<file path="src/gcm_params.svh">
// ====================
// Widths and constants shared by the GCM tag datapath
// Text length must be a whole number of 128-bit blocks
// Block counter width limits a message to 65535 blocks
// ====================
`ifndef GCM_PARAMS_SVH
`define GCM_PARAMS_SVH

// Block and IV widths
`define GCM_BLOCK_BITS 128
`define GCM_IV_BITS 96

// Bit count to block count
`define GCM_BLOCK_SHIFT 7
`define GCM_COUNT_BITS 16

// J0 counter seed and top byte of the reduction constant
`define GCM_J0_TAIL 1
`define GCM_R_POLY 8'he1

`endif

</file>
<file path="src/gcm_pkg.sv">
// ====================
// Types shared by the GCM tag datapath
// Session fields are locked once per message
// ====================
`include "gcm_params.svh"

package gcm_pkg;

    // Per-message parameters, sampled at an accepted start
    typedef struct packed {
        logic                        decrypt;
        logic [`GCM_IV_BITS-1:0]     iv;
        logic [`GCM_BLOCK_BITS-1:0]  aad;
        logic [63:0]                 length_aad;
        logic [63:0]                 length_text;
        logic [`GCM_BLOCK_BITS-1:0]  hash_subkey;
        logic [`GCM_BLOCK_BITS-1:0]  ek_j0;
        logic [`GCM_BLOCK_BITS-1:0]  expected_tag;
    } gcm_session_t;

    // Length block layout, len(A) in the upper half
    typedef struct packed {
        logic [63:0] aad_bits;
        logic [63:0] text_bits;
    } ghash_lengths_t;

    // One GHASH input word, raw or as the length block
    typedef union packed {
        logic [`GCM_BLOCK_BITS-1:0] raw;
        ghash_lengths_t             lengths;
    } ghash_block_u;

    // Request to the multiplier
    // first drops the old state instead of folding it in
    typedef struct packed {
        logic [`GCM_BLOCK_BITS-1:0] block;
        logic                       first;
    } ghash_req_t;

endpackage

</file>
<file path="src/gcm_iv_counter.sv">
// ====================
// Counter block source for the text stream
// Only the standard inc32 is supported, wrapping mod 2^32
// Start and beat never coincide, start wins if they do
// ====================
`include "gcm_params.svh"

module gcm_iv_counter
(
    input  logic                        i_clock,
    input  logic                        i_reset,
    input  logic                        i_start,
    input  logic [`GCM_IV_BITS-1:0]     i_iv,
    input  logic                        i_beat,
    output logic [`GCM_BLOCK_BITS-1:0]  o_counter_block
);

    localparam int CTR_BITS = `GCM_BLOCK_BITS - `GCM_IV_BITS;

    // First text block uses inc32(J0)
    localparam logic [CTR_BITS-1:0] CTR_SEED = CTR_BITS'(`GCM_J0_TAIL + 1);

    logic [`GCM_IV_BITS-1:0] iv_q;
    logic [CTR_BITS-1:0]     ctr_q;

    // IV held for the whole message
    always_ff @(posedge i_clock)
    begin
        if (i_start)
            iv_q <= i_iv;
    end

    // 32-bit counter, one step per accepted beat
    always_ff @(posedge i_clock)
    begin
        if (i_reset)
            ctr_q <= '0;
        else if (i_start)
            ctr_q <= CTR_SEED;
        else if (i_beat)
            ctr_q <= ctr_q + 1'b1;
    end

    assign o_counter_block = {iv_q, ctr_q};

endmodule

</file>
<file path="src/gcm_ghash_sequencer.sv">
// ====================
// Message FSM, feeds AAD, text and length blocks to GHASH
// Exactly one AAD block per message
// A start while busy is dropped and reported on o_fault_start
// ====================
`include "gcm_params.svh"

module gcm_ghash_sequencer
(
    input  logic                        i_clock,
    input  logic                        i_reset,
    input  logic                        i_start,
    input  gcm_pkg::gcm_session_t       i_session,
    input  logic                        i_text_valid,
    input  logic [`GCM_BLOCK_BITS-1:0]  i_text,
    input  logic                        i_mac_busy,
    output logic                        o_text_ready,
    output logic                        o_busy,
    output logic                        o_req_valid,
    output gcm_pkg::ghash_req_t         o_req,
    output logic                        o_ghash_done,
    output gcm_pkg::gcm_session_t       o_session,
    output logic                        o_fault_start
);

    // State encodings
    localparam logic [2:0] ST_IDLE   = 3'd0;
    localparam logic [2:0] ST_AAD    = 3'd1;
    localparam logic [2:0] ST_TEXT   = 3'd2;
    localparam logic [2:0] ST_LENGTH = 3'd3;
    localparam logic [2:0] ST_WAIT   = 3'd4;

    logic [2:0]                  state;
    logic [`GCM_COUNT_BITS-1:0]  blocks_left;
    gcm_pkg::ghash_block_u       len_word;

    // ====================
    // Phase control
    // ====================
    always_ff @(posedge i_clock)
    begin
        if (i_reset)
        begin
            state       <= ST_IDLE;
            blocks_left <= '0;
        end
        else
        begin
            case (state)
                ST_IDLE:
                    if (i_start)
                    begin
                        state       <= ST_AAD;
                        blocks_left <= i_session.length_text[`GCM_BLOCK_SHIFT +: `GCM_COUNT_BITS];
                    end
                // Empty text goes straight to the length block
                ST_AAD:
                    if (!i_mac_busy)
                        state <= (blocks_left == '0) ? ST_LENGTH : ST_TEXT;
                ST_TEXT:
                    if (o_req_valid)
                    begin
                        blocks_left <= blocks_left - 1'b1;
                        if (blocks_left == 1)
                            state <= ST_LENGTH;
                    end
                ST_LENGTH:
                    if (!i_mac_busy)
                        state <= ST_WAIT;
                // Multiplier idle again means the length block is folded in
                ST_WAIT:
                    if (!i_mac_busy)
                        state <= ST_IDLE;
                default:
                    state <= ST_IDLE;
            endcase
        end
    end

    // Session locked at an accepted start
    always_ff @(posedge i_clock)
    begin
        if (state == ST_IDLE && i_start)
            o_session <= i_session;
    end

    // Length block, len(A) || len(C)
    always_comb
    begin
        len_word.lengths.aad_bits  = o_session.length_aad;
        len_word.lengths.text_bits = o_session.length_text;
    end

    // ====================
    // Requests to the multiplier
    // ====================
    always_comb
    begin
        o_req.first = 1'b0;
        o_req.block = i_text;
        o_req_valid = 1'b0;
        case (state)
            ST_AAD:
            begin
                o_req.first = 1'b1;
                o_req.block = o_session.aad;
                o_req_valid = !i_mac_busy;
            end
            ST_TEXT:
                o_req_valid = i_text_valid && !i_mac_busy;
            ST_LENGTH:
            begin
                o_req.block = len_word.raw;
                o_req_valid = !i_mac_busy;
            end
            default:
                o_req_valid = 1'b0;
        endcase
    end

    assign o_text_ready  = (state == ST_TEXT) && !i_mac_busy;
    assign o_busy        = (state != ST_IDLE);
    assign o_ghash_done  = (state == ST_WAIT) && !i_mac_busy;
    assign o_fault_start = i_start && (state != ST_IDLE);

endmodule

</file>
<file path="src/ghash_mac.sv">
// ====================
// Bit-serial GHASH multiply-accumulate, Y = (X ^ Y) * H
// 129 cycles per block, requests taken only while idle
// o_y stays valid from o_done until the next block ends
// ====================
`include "gcm_params.svh"

module ghash_mac
(
    input  logic                        i_clock,
    input  logic                        i_reset,
    input  logic                        i_req_valid,
    input  gcm_pkg::ghash_req_t         i_req,
    input  logic [`GCM_BLOCK_BITS-1:0]  i_hash_subkey,
    output logic                        o_busy,
    output logic                        o_done,
    output logic [`GCM_BLOCK_BITS-1:0]  o_y
);

    localparam int STEP_BITS = $clog2(`GCM_BLOCK_BITS + 1);
    localparam logic [STEP_BITS-1:0] LAST_STEP = STEP_BITS'(`GCM_BLOCK_BITS);

    // R = 11100001 || 0^120
    localparam logic [`GCM_BLOCK_BITS-1:0] R_CONST =
        {`GCM_R_POLY, {(`GCM_BLOCK_BITS - 8){1'b0}}};

    logic [STEP_BITS-1:0]       step;
    logic [`GCM_BLOCK_BITS-1:0] x_q;
    logic [`GCM_BLOCK_BITS-1:0] v_q;
    logic [`GCM_BLOCK_BITS-1:0] z_q;

    // ====================
    // Step counter
    // ====================
    always_ff @(posedge i_clock)
    begin
        if (i_reset)
        begin
            o_busy <= 1'b0;
            o_done <= 1'b0;
            step   <= '0;
        end
        else
        begin
            o_done <= 1'b0;
            if (!o_busy)
            begin
                if (i_req_valid)
                begin
                    o_busy <= 1'b1;
                    step   <= '0;
                end
            end
            // Extra step writes the result back
            else if (step == LAST_STEP)
            begin
                o_busy <= 1'b0;
                o_done <= 1'b1;
            end
            else
                step <= step + 1'b1;
        end
    end

    // ====================
    // Multiply, MSB of X first
    // ====================
    always_ff @(posedge i_clock)
    begin
        if (!o_busy && i_req_valid)
        begin
            x_q <= i_req.first ? i_req.block : (i_req.block ^ o_y);
            v_q <= i_hash_subkey;
            z_q <= '0;
        end
        else if (o_busy && step != LAST_STEP)
        begin
            z_q <= x_q[`GCM_BLOCK_BITS-1] ? (z_q ^ v_q) : z_q;
            x_q <= x_q << 1;
            // Right shift of V, reduce when bit 127 falls out
            v_q <= (v_q >> 1) ^ (v_q[0] ? R_CONST : '0);
        end
        else if (o_busy)
            o_y <= z_q;
    end

endmodule

</file>
<file path="src/gcm_tag_check.sv">
// ====================
// Tag = E(K, J0) ^ GHASH, registered one cycle after ghash_done
// Fail only in decrypt mode, cleared by the next accepted start
// Fault is sticky until i_clear_fault, a new fault wins
// ====================
`include "gcm_params.svh"

module gcm_tag_check
(
    input  logic                        i_clock,
    input  logic                        i_reset,
    input  logic                        i_ghash_done,
    input  logic [`GCM_BLOCK_BITS-1:0]  i_y,
    input  gcm_pkg::gcm_session_t       i_session,
    input  logic                        i_start_accepted,
    input  logic                        i_fault_start,
    input  logic                        i_clear_fault,
    output logic [`GCM_BLOCK_BITS-1:0]  o_tag,
    output logic                        o_tag_valid,
    output logic                        o_fail,
    output logic                        o_fault
);

    logic [`GCM_BLOCK_BITS-1:0] tag_next;

    assign tag_next = i_session.ek_j0 ^ i_y;

    // Tag holds until the next message completes
    always_ff @(posedge i_clock)
    begin
        if (i_ghash_done)
            o_tag <= tag_next;
    end

    always_ff @(posedge i_clock)
    begin
        if (i_reset)
        begin
            o_tag_valid <= 1'b0;
            o_fail      <= 1'b0;
            o_fault     <= 1'b0;
        end
        else
        begin
            o_tag_valid <= i_ghash_done;
            // Compare against the expected tag, decrypt only
            if (i_start_accepted)
                o_fail <= 1'b0;
            else if (i_ghash_done)
                o_fail <= i_session.decrypt && (tag_next != i_session.expected_tag);
            // Start while busy
            if (i_fault_start)
                o_fault <= 1'b1;
            else if (i_clear_fault)
                o_fault <= 1'b0;
        end
    end

endmodule

</file>
<file path="src/gcm_tag_top.sv">
// ====================
// GCM authentication back end, one block per beat
// H and E(K, J0) come from an external cipher in i_session
// i_text is always ciphertext
// ====================
`include "gcm_params.svh"

module gcm_tag_top
(
    input  logic                        i_clock,
    input  logic                        i_reset,
    input  logic                        i_start,
    input  gcm_pkg::gcm_session_t       i_session,
    input  logic                        i_text_valid,
    input  logic [`GCM_BLOCK_BITS-1:0]  i_text,
    input  logic                        i_clear_fault,
    output logic                        o_text_ready,
    output logic                        o_busy,
    output logic [`GCM_BLOCK_BITS-1:0]  o_counter_block,
    output logic [`GCM_BLOCK_BITS-1:0]  o_tag,
    output logic                        o_tag_valid,
    output logic                        o_fail,
    output logic                        o_fault
);

    // Handshake strobes
    logic start_accepted;
    logic beat;

    // Sequencer to multiplier
    logic                       req_valid;
    gcm_pkg::ghash_req_t        req;
    logic                       mac_busy;
    logic [`GCM_BLOCK_BITS-1:0] y;

    // Sequencer to tag check
    gcm_pkg::gcm_session_t session;
    logic                  ghash_done;
    logic                  fault_start;

    assign start_accepted = i_start && !o_busy;
    assign beat           = i_text_valid && o_text_ready;

    gcm_iv_counter u_iv_counter
    (
        .i_clock         (i_clock),
        .i_reset         (i_reset),
        .i_start         (start_accepted),
        .i_iv            (i_session.iv),
        .i_beat          (beat),
        .o_counter_block (o_counter_block)
    );

    gcm_ghash_sequencer u_sequencer
    (
        .i_clock       (i_clock),
        .i_reset       (i_reset),
        .i_start       (i_start),
        .i_session     (i_session),
        .i_text_valid  (i_text_valid),
        .i_text        (i_text),
        .i_mac_busy    (mac_busy),
        .o_text_ready  (o_text_ready),
        .o_busy        (o_busy),
        .o_req_valid   (req_valid),
        .o_req         (req),
        .o_ghash_done  (ghash_done),
        .o_session     (session),
        .o_fault_start (fault_start)
    );

    // Sequencer tracks completion through mac_busy
    ghash_mac u_mac
    (
        .i_clock       (i_clock),
        .i_reset       (i_reset),
        .i_req_valid   (req_valid),
        .i_req         (req),
        .i_hash_subkey (session.hash_subkey),
        .o_busy        (mac_busy),
        .o_done        (),
        .o_y           (y)
    );

    gcm_tag_check u_tag_check
    (
        .i_clock          (i_clock),
        .i_reset          (i_reset),
        .i_ghash_done     (ghash_done),
        .i_y              (y),
        .i_session        (session),
        .i_start_accepted (start_accepted),
        .i_fault_start    (fault_start),
        .i_clear_fault    (i_clear_fault),
        .o_tag            (o_tag),
        .o_tag_valid      (o_tag_valid),
        .o_fail           (o_fail),
        .o_fault          (o_fault)
    );

endmodule

</file>
<file path="config.mk">
export PLATFORM = sky130hd
export DESIGN_NAME = gcm_tag_top
export DESIGN_NICKNAME = d
export VERILOG_FILES = /design/src/gcm_pkg.sv /design/src/gcm_iv_counter.sv /design/src/gcm_ghash_sequencer.sv /design/src/ghash_mac.sv /design/src/gcm_tag_check.sv /design/src/gcm_tag_top.sv
export VERILOG_INCLUDE_DIRS = /design/src /design/src/src
export SDC_FILE = /design/constraint.sdc
export NUM_CORES = 2
export LEC_CHECK = 0
export ABC_AREA = 1
export BUFFER_PORTS_ARGS = -buffer_cell sky130_fd_sc_hd__buf_2
export CAP_MARGIN = 25
export CORE_MARGIN = 3
export CORE_UTILIZATION = 28
export CTS_CLUSTER_SIZE = 16
export DETAILED_ROUTE_END_ITERATION = 12
export HOLD_SLACK_MARGIN = 0.1
export PLACE_DENSITY = 0.56
export SYNTH_ARGS = -nofsm -noshare
export SYNTH_HDL_FRONTEND = slang
export SYNTH_SLANG_ARGS = --single-unit
</file>
<file path="constraint.sdc">
create_clock -name i_clock -period 31 [get_ports i_clock]
set_input_delay 3.1 -clock i_clock [delete_from_list [all_inputs] [get_ports i_clock]]
set_output_delay 3.1 -clock i_clock [all_outputs]
set_load 0.03 [all_outputs]
</file>
==> impl_metrics.py <==
metrics = {
    "placement": {
        "finalWeightedCongestion": 0.892,
        "dpl.hpwl_mm": 140,
        "io_buffers": 1130,
        "place_area_mm2": 0.0674,
        "placedCellCount": 9077,
    },
    "worst_setup_path": {
        "required_ns": 31.42,
        "crit_family": "buffers and inverters",
        "path_buf_inv": 6,
        "path_cells": "buf_2 -> nand2_1 -> inv_8 -> buf_4 -> buf_4 -> buf_4 -> buf_4",
        "max_stage_delay_ns": 0.83,
        "crit_type": "in -> reg",
        "slowest_stage": "buf_4",
        "cp-start-kind": "input port",
        "r2r-start": "u_sequencer.state[1]",
        "critPathMostFrequentCell": "buf_4",
        "crit_arrival_ns": 7.29,
        "crit_fanout": 80,
        "endpoint_kind": "register",
        "crit_start": "i_start",
    },
    "clocking": {
        "cts_buffers": 164,
        "cts_root_buf": "clkbuf_16",
        "cts_tree": "yes",
        "clkTransAtPathRegs_ns": 0.06,
        "postCtsSetupRepairBufs": 0,
        "hold_buffers": 0,
        "insertion_delay_ns": 0.82,
        "cts_sinks": 1440,
        "post_cts_resize_count": 0,
        "cts.path.max_buffers": 3,
        "cts-htree-levels": 4,
    },
    "synthesis": {
        "yosys.area_share.simple_pct": 17.1,
        "yosysWarnings": 0,
        "synth_top_area_share_pct": 64.1,
        "synth_cell_type_count": 40,
        "syn_nets": 6162,
        "synth_mux_area_share_pct": 0,
        "syn-cell-area_mm2": 0.0585,
        "syn_inst": 5286,
        "synth_compound_area_share_pct": 4.38,
        "synth_area_per_cell_um2": 11.1,
        "synth_top_area_cell": "edfxtp_1",
        "synth_area_leaders": "edfxtp_1 (64%), nand2_1 (10%), dfxtp_1 (6.5%)",
        "synth-main-ff-cell": "edfxtp_1",
        "synth_enable_flop_cells": 1249,
        "ys_seq_elements": 1440,
        "synth_common_cells": "nand2_1 (1616), edfxtp_1 (1249), inv_1 (688)",
        "synth_top_family_by_area": "simple AND/OR/NAND/NOR gates",
        "yosysMostFrequentCell": "nand2_1",
        "ys_seq_area_share_pct": 70.6,
        "synthArstFlopShare_pct": 0,
        "synth_fa_ha_area_share_pct": 0.128,
        "synthXorXnorAreaFrac_pct": 2.13,
    },
    "global_routing": {
        "gr-total-overflow": 0,
        "antenna_found_initial": 74,
        "grt_pass1_wl_mm": 270,
        "grt.total_usage_pct": 16.9,
        "grt_pass1_vias": 40300,
        "grt_max_degree": 131,
    },
    "sta": {
        "skew_ns": 0.0608,
        "fmax_ghz": 0.145,
        "holdWs_ns": 0.400,
        "hold_violations": 0,
        "finalCritPeriodShare_pct": 22.2,
        "rsz0062_at_grt": "no",
        "setup_viol": 0,
        "finalSetupTns_ns": 0,
        "finalCriticalPeriod_ns": 6.88,
        "slew_headroom_pct": 32.9,
        "slew_violations": 0,
        "tightest_slew_ns": 1.01,
    },
    "finish": {
        "syn2layout_area_growth_pct": 24.7,
        "multi_input_area_mm2": 0.0139,
        "fin_cells": 9410,
        "register_area_mm2": 0.0413,
        "nets": 7332,
        "fillers": 20600,
        "drive_above_1_share_pct": 22.1,
        "finalInstanceArea_mm2": 0.0730,
    },
    "route": {
        "vias_per_cell": 4.41,
        "drcViolationCount": 0,
        "wl_per_cell_um": 19.9,
        "antenna_left": 0,
        "drt-total-wl_mm": 187,
        "dr_total_vias": 41500,
        "drt-initial-drc-count": 3186,
        "drt-pass1-iter-count": 6,
    },
    "floorplanning": {
        "rows": 167,
        "die-height_um": 463,
        "dieArea_mm2": 0.215,
        "coreArea_mm2": 0.207,
        "die_x_um": 463,
        "start_util_pct": 28.2,
        "io_pins": 1131,
    },
    "job": {
        "cap_viol_max_count": 0,
    },
    "power": {
        "power.leakage_nw": 30.2,
        "ir_drop_v": 0.0000765,
        "powerDensity_mw_per_mm2": 101,
    },
    "hold_path": {
        "hp-start": "u_mac.z_q[31]",
        "hold_path.class": "reg -> reg",
    },
    "status": {
        "outcome": "completed",
    },
}
layer usage:
metal / vias up / track usage (%) / wire length (um)
li1: 20000 / - / -
met1: 19800 / 21.6 / 79100
met2: 1420 / 28.2 / 89300
met3: 339 / 4.15 / 13200
met4: 18 / 5.29 / 5650
met5: - / 0 / 116
report_power, final:
group,switching (W),internal [W]
combinational,0.00154,0.000577
clock,0.000837,0.00113
sequential,0.000270,0.00302
total,0.00264,0.00473
worst register-to-register path, cell delays in order (launching register included):
cell and delay [ns]:
dfxtp_1 0.38, nor3_1 0.30, nand2_1 0.26, inv_8 0.52, buf_4 0.83, buf_4 0.94, buf_4 0.76, buf_4 0.81
per-stage QoR:
stage               worst slack (ns)  total power (W)  utilization [%]
global placement               23.33          0.00542             32.5
global route                   23.76          0.00787             35.1
finish                         24.12          0.00737             35.2
detailed placement             23.21          0.00549             32.5
floorplan                      12.56          0.00495                -
CTS                            24.15          0.00750             35.1
sequential cells by signal, summed over array words and instances (netlist names):
name	flops
u_iv_counter.iv_q	96
u_mac.o_busy	1
u_mac.o_y	128
u_tag_check.o_fault	1
u_tag_check.o_tag_valid	1
u_sequencer.state	3
u_mac.step	8
u_mac.v_q	128
u_sequencer.blocks_left	16
u_tag_check.o_fail	1
u_tag_check.o_tag	128
u_mac.z_q	128
u_mac.x_q	128
u_iv_counter.ctr_q	32
u_sequencer.o_session	641
worst paths after layout:
path | endpoint | slack (ns) | cells past startpoint
setup reg to reg | u_sequencer.o_session[134] | 25.76 | 7
hold reg to reg | u_mac.o_y[31] | 0.40 | 0
hold / removal | u_mac.o_y[31] | 0.40 | 0
setup / recovery | u_sequencer.o_session[134] | 24.12 | 7
cells in the final DEF (no fill, tap or decap), types with 24 or more instances in the layout:
cell type	Yosys	final
a21oi_1	44	44
buf_2	52	1130
buf_4	0	37
clkbuf_1	99	41
clkbuf_16	0	166
clkinv_1	0	24
dfxtp_1	191	191
diode_2	0	26
edfxtp_1	1249	1249
inv_1	688	687
nand2_1	1616	1616
nand3_1	241	240
nand3b_1	64	64
nor2_1	139	136
nor3_1	145	145
nor3b_1	89	89
o21ai_0	240	240
o21ai_1	188	188
xor2_1	136	136
final cells by class:
type	instances	share of cell area (%)
antenna	26	0.0892
clock buffer	220	6.15
multi-input combinational	2984	19.1
timing repair buffer	1171	8.26
clock inverter	86	1.36
inverter	695	3.61
sequential	1440	56.6
tap	2788	4.78
cell families (layout without fill, tap and decap cells):
kind of cell,count (synthesis),after routing
DFF,1440,1440
other,0,26
xor gates and xnor gates,142,142
adders and majority gates,6,6
buffers and inverters,862,2172
AOI/OAI and AO/OA,498,498
and+or+nand+nor,2338,2338
Power figures use the tool's default switching activity.
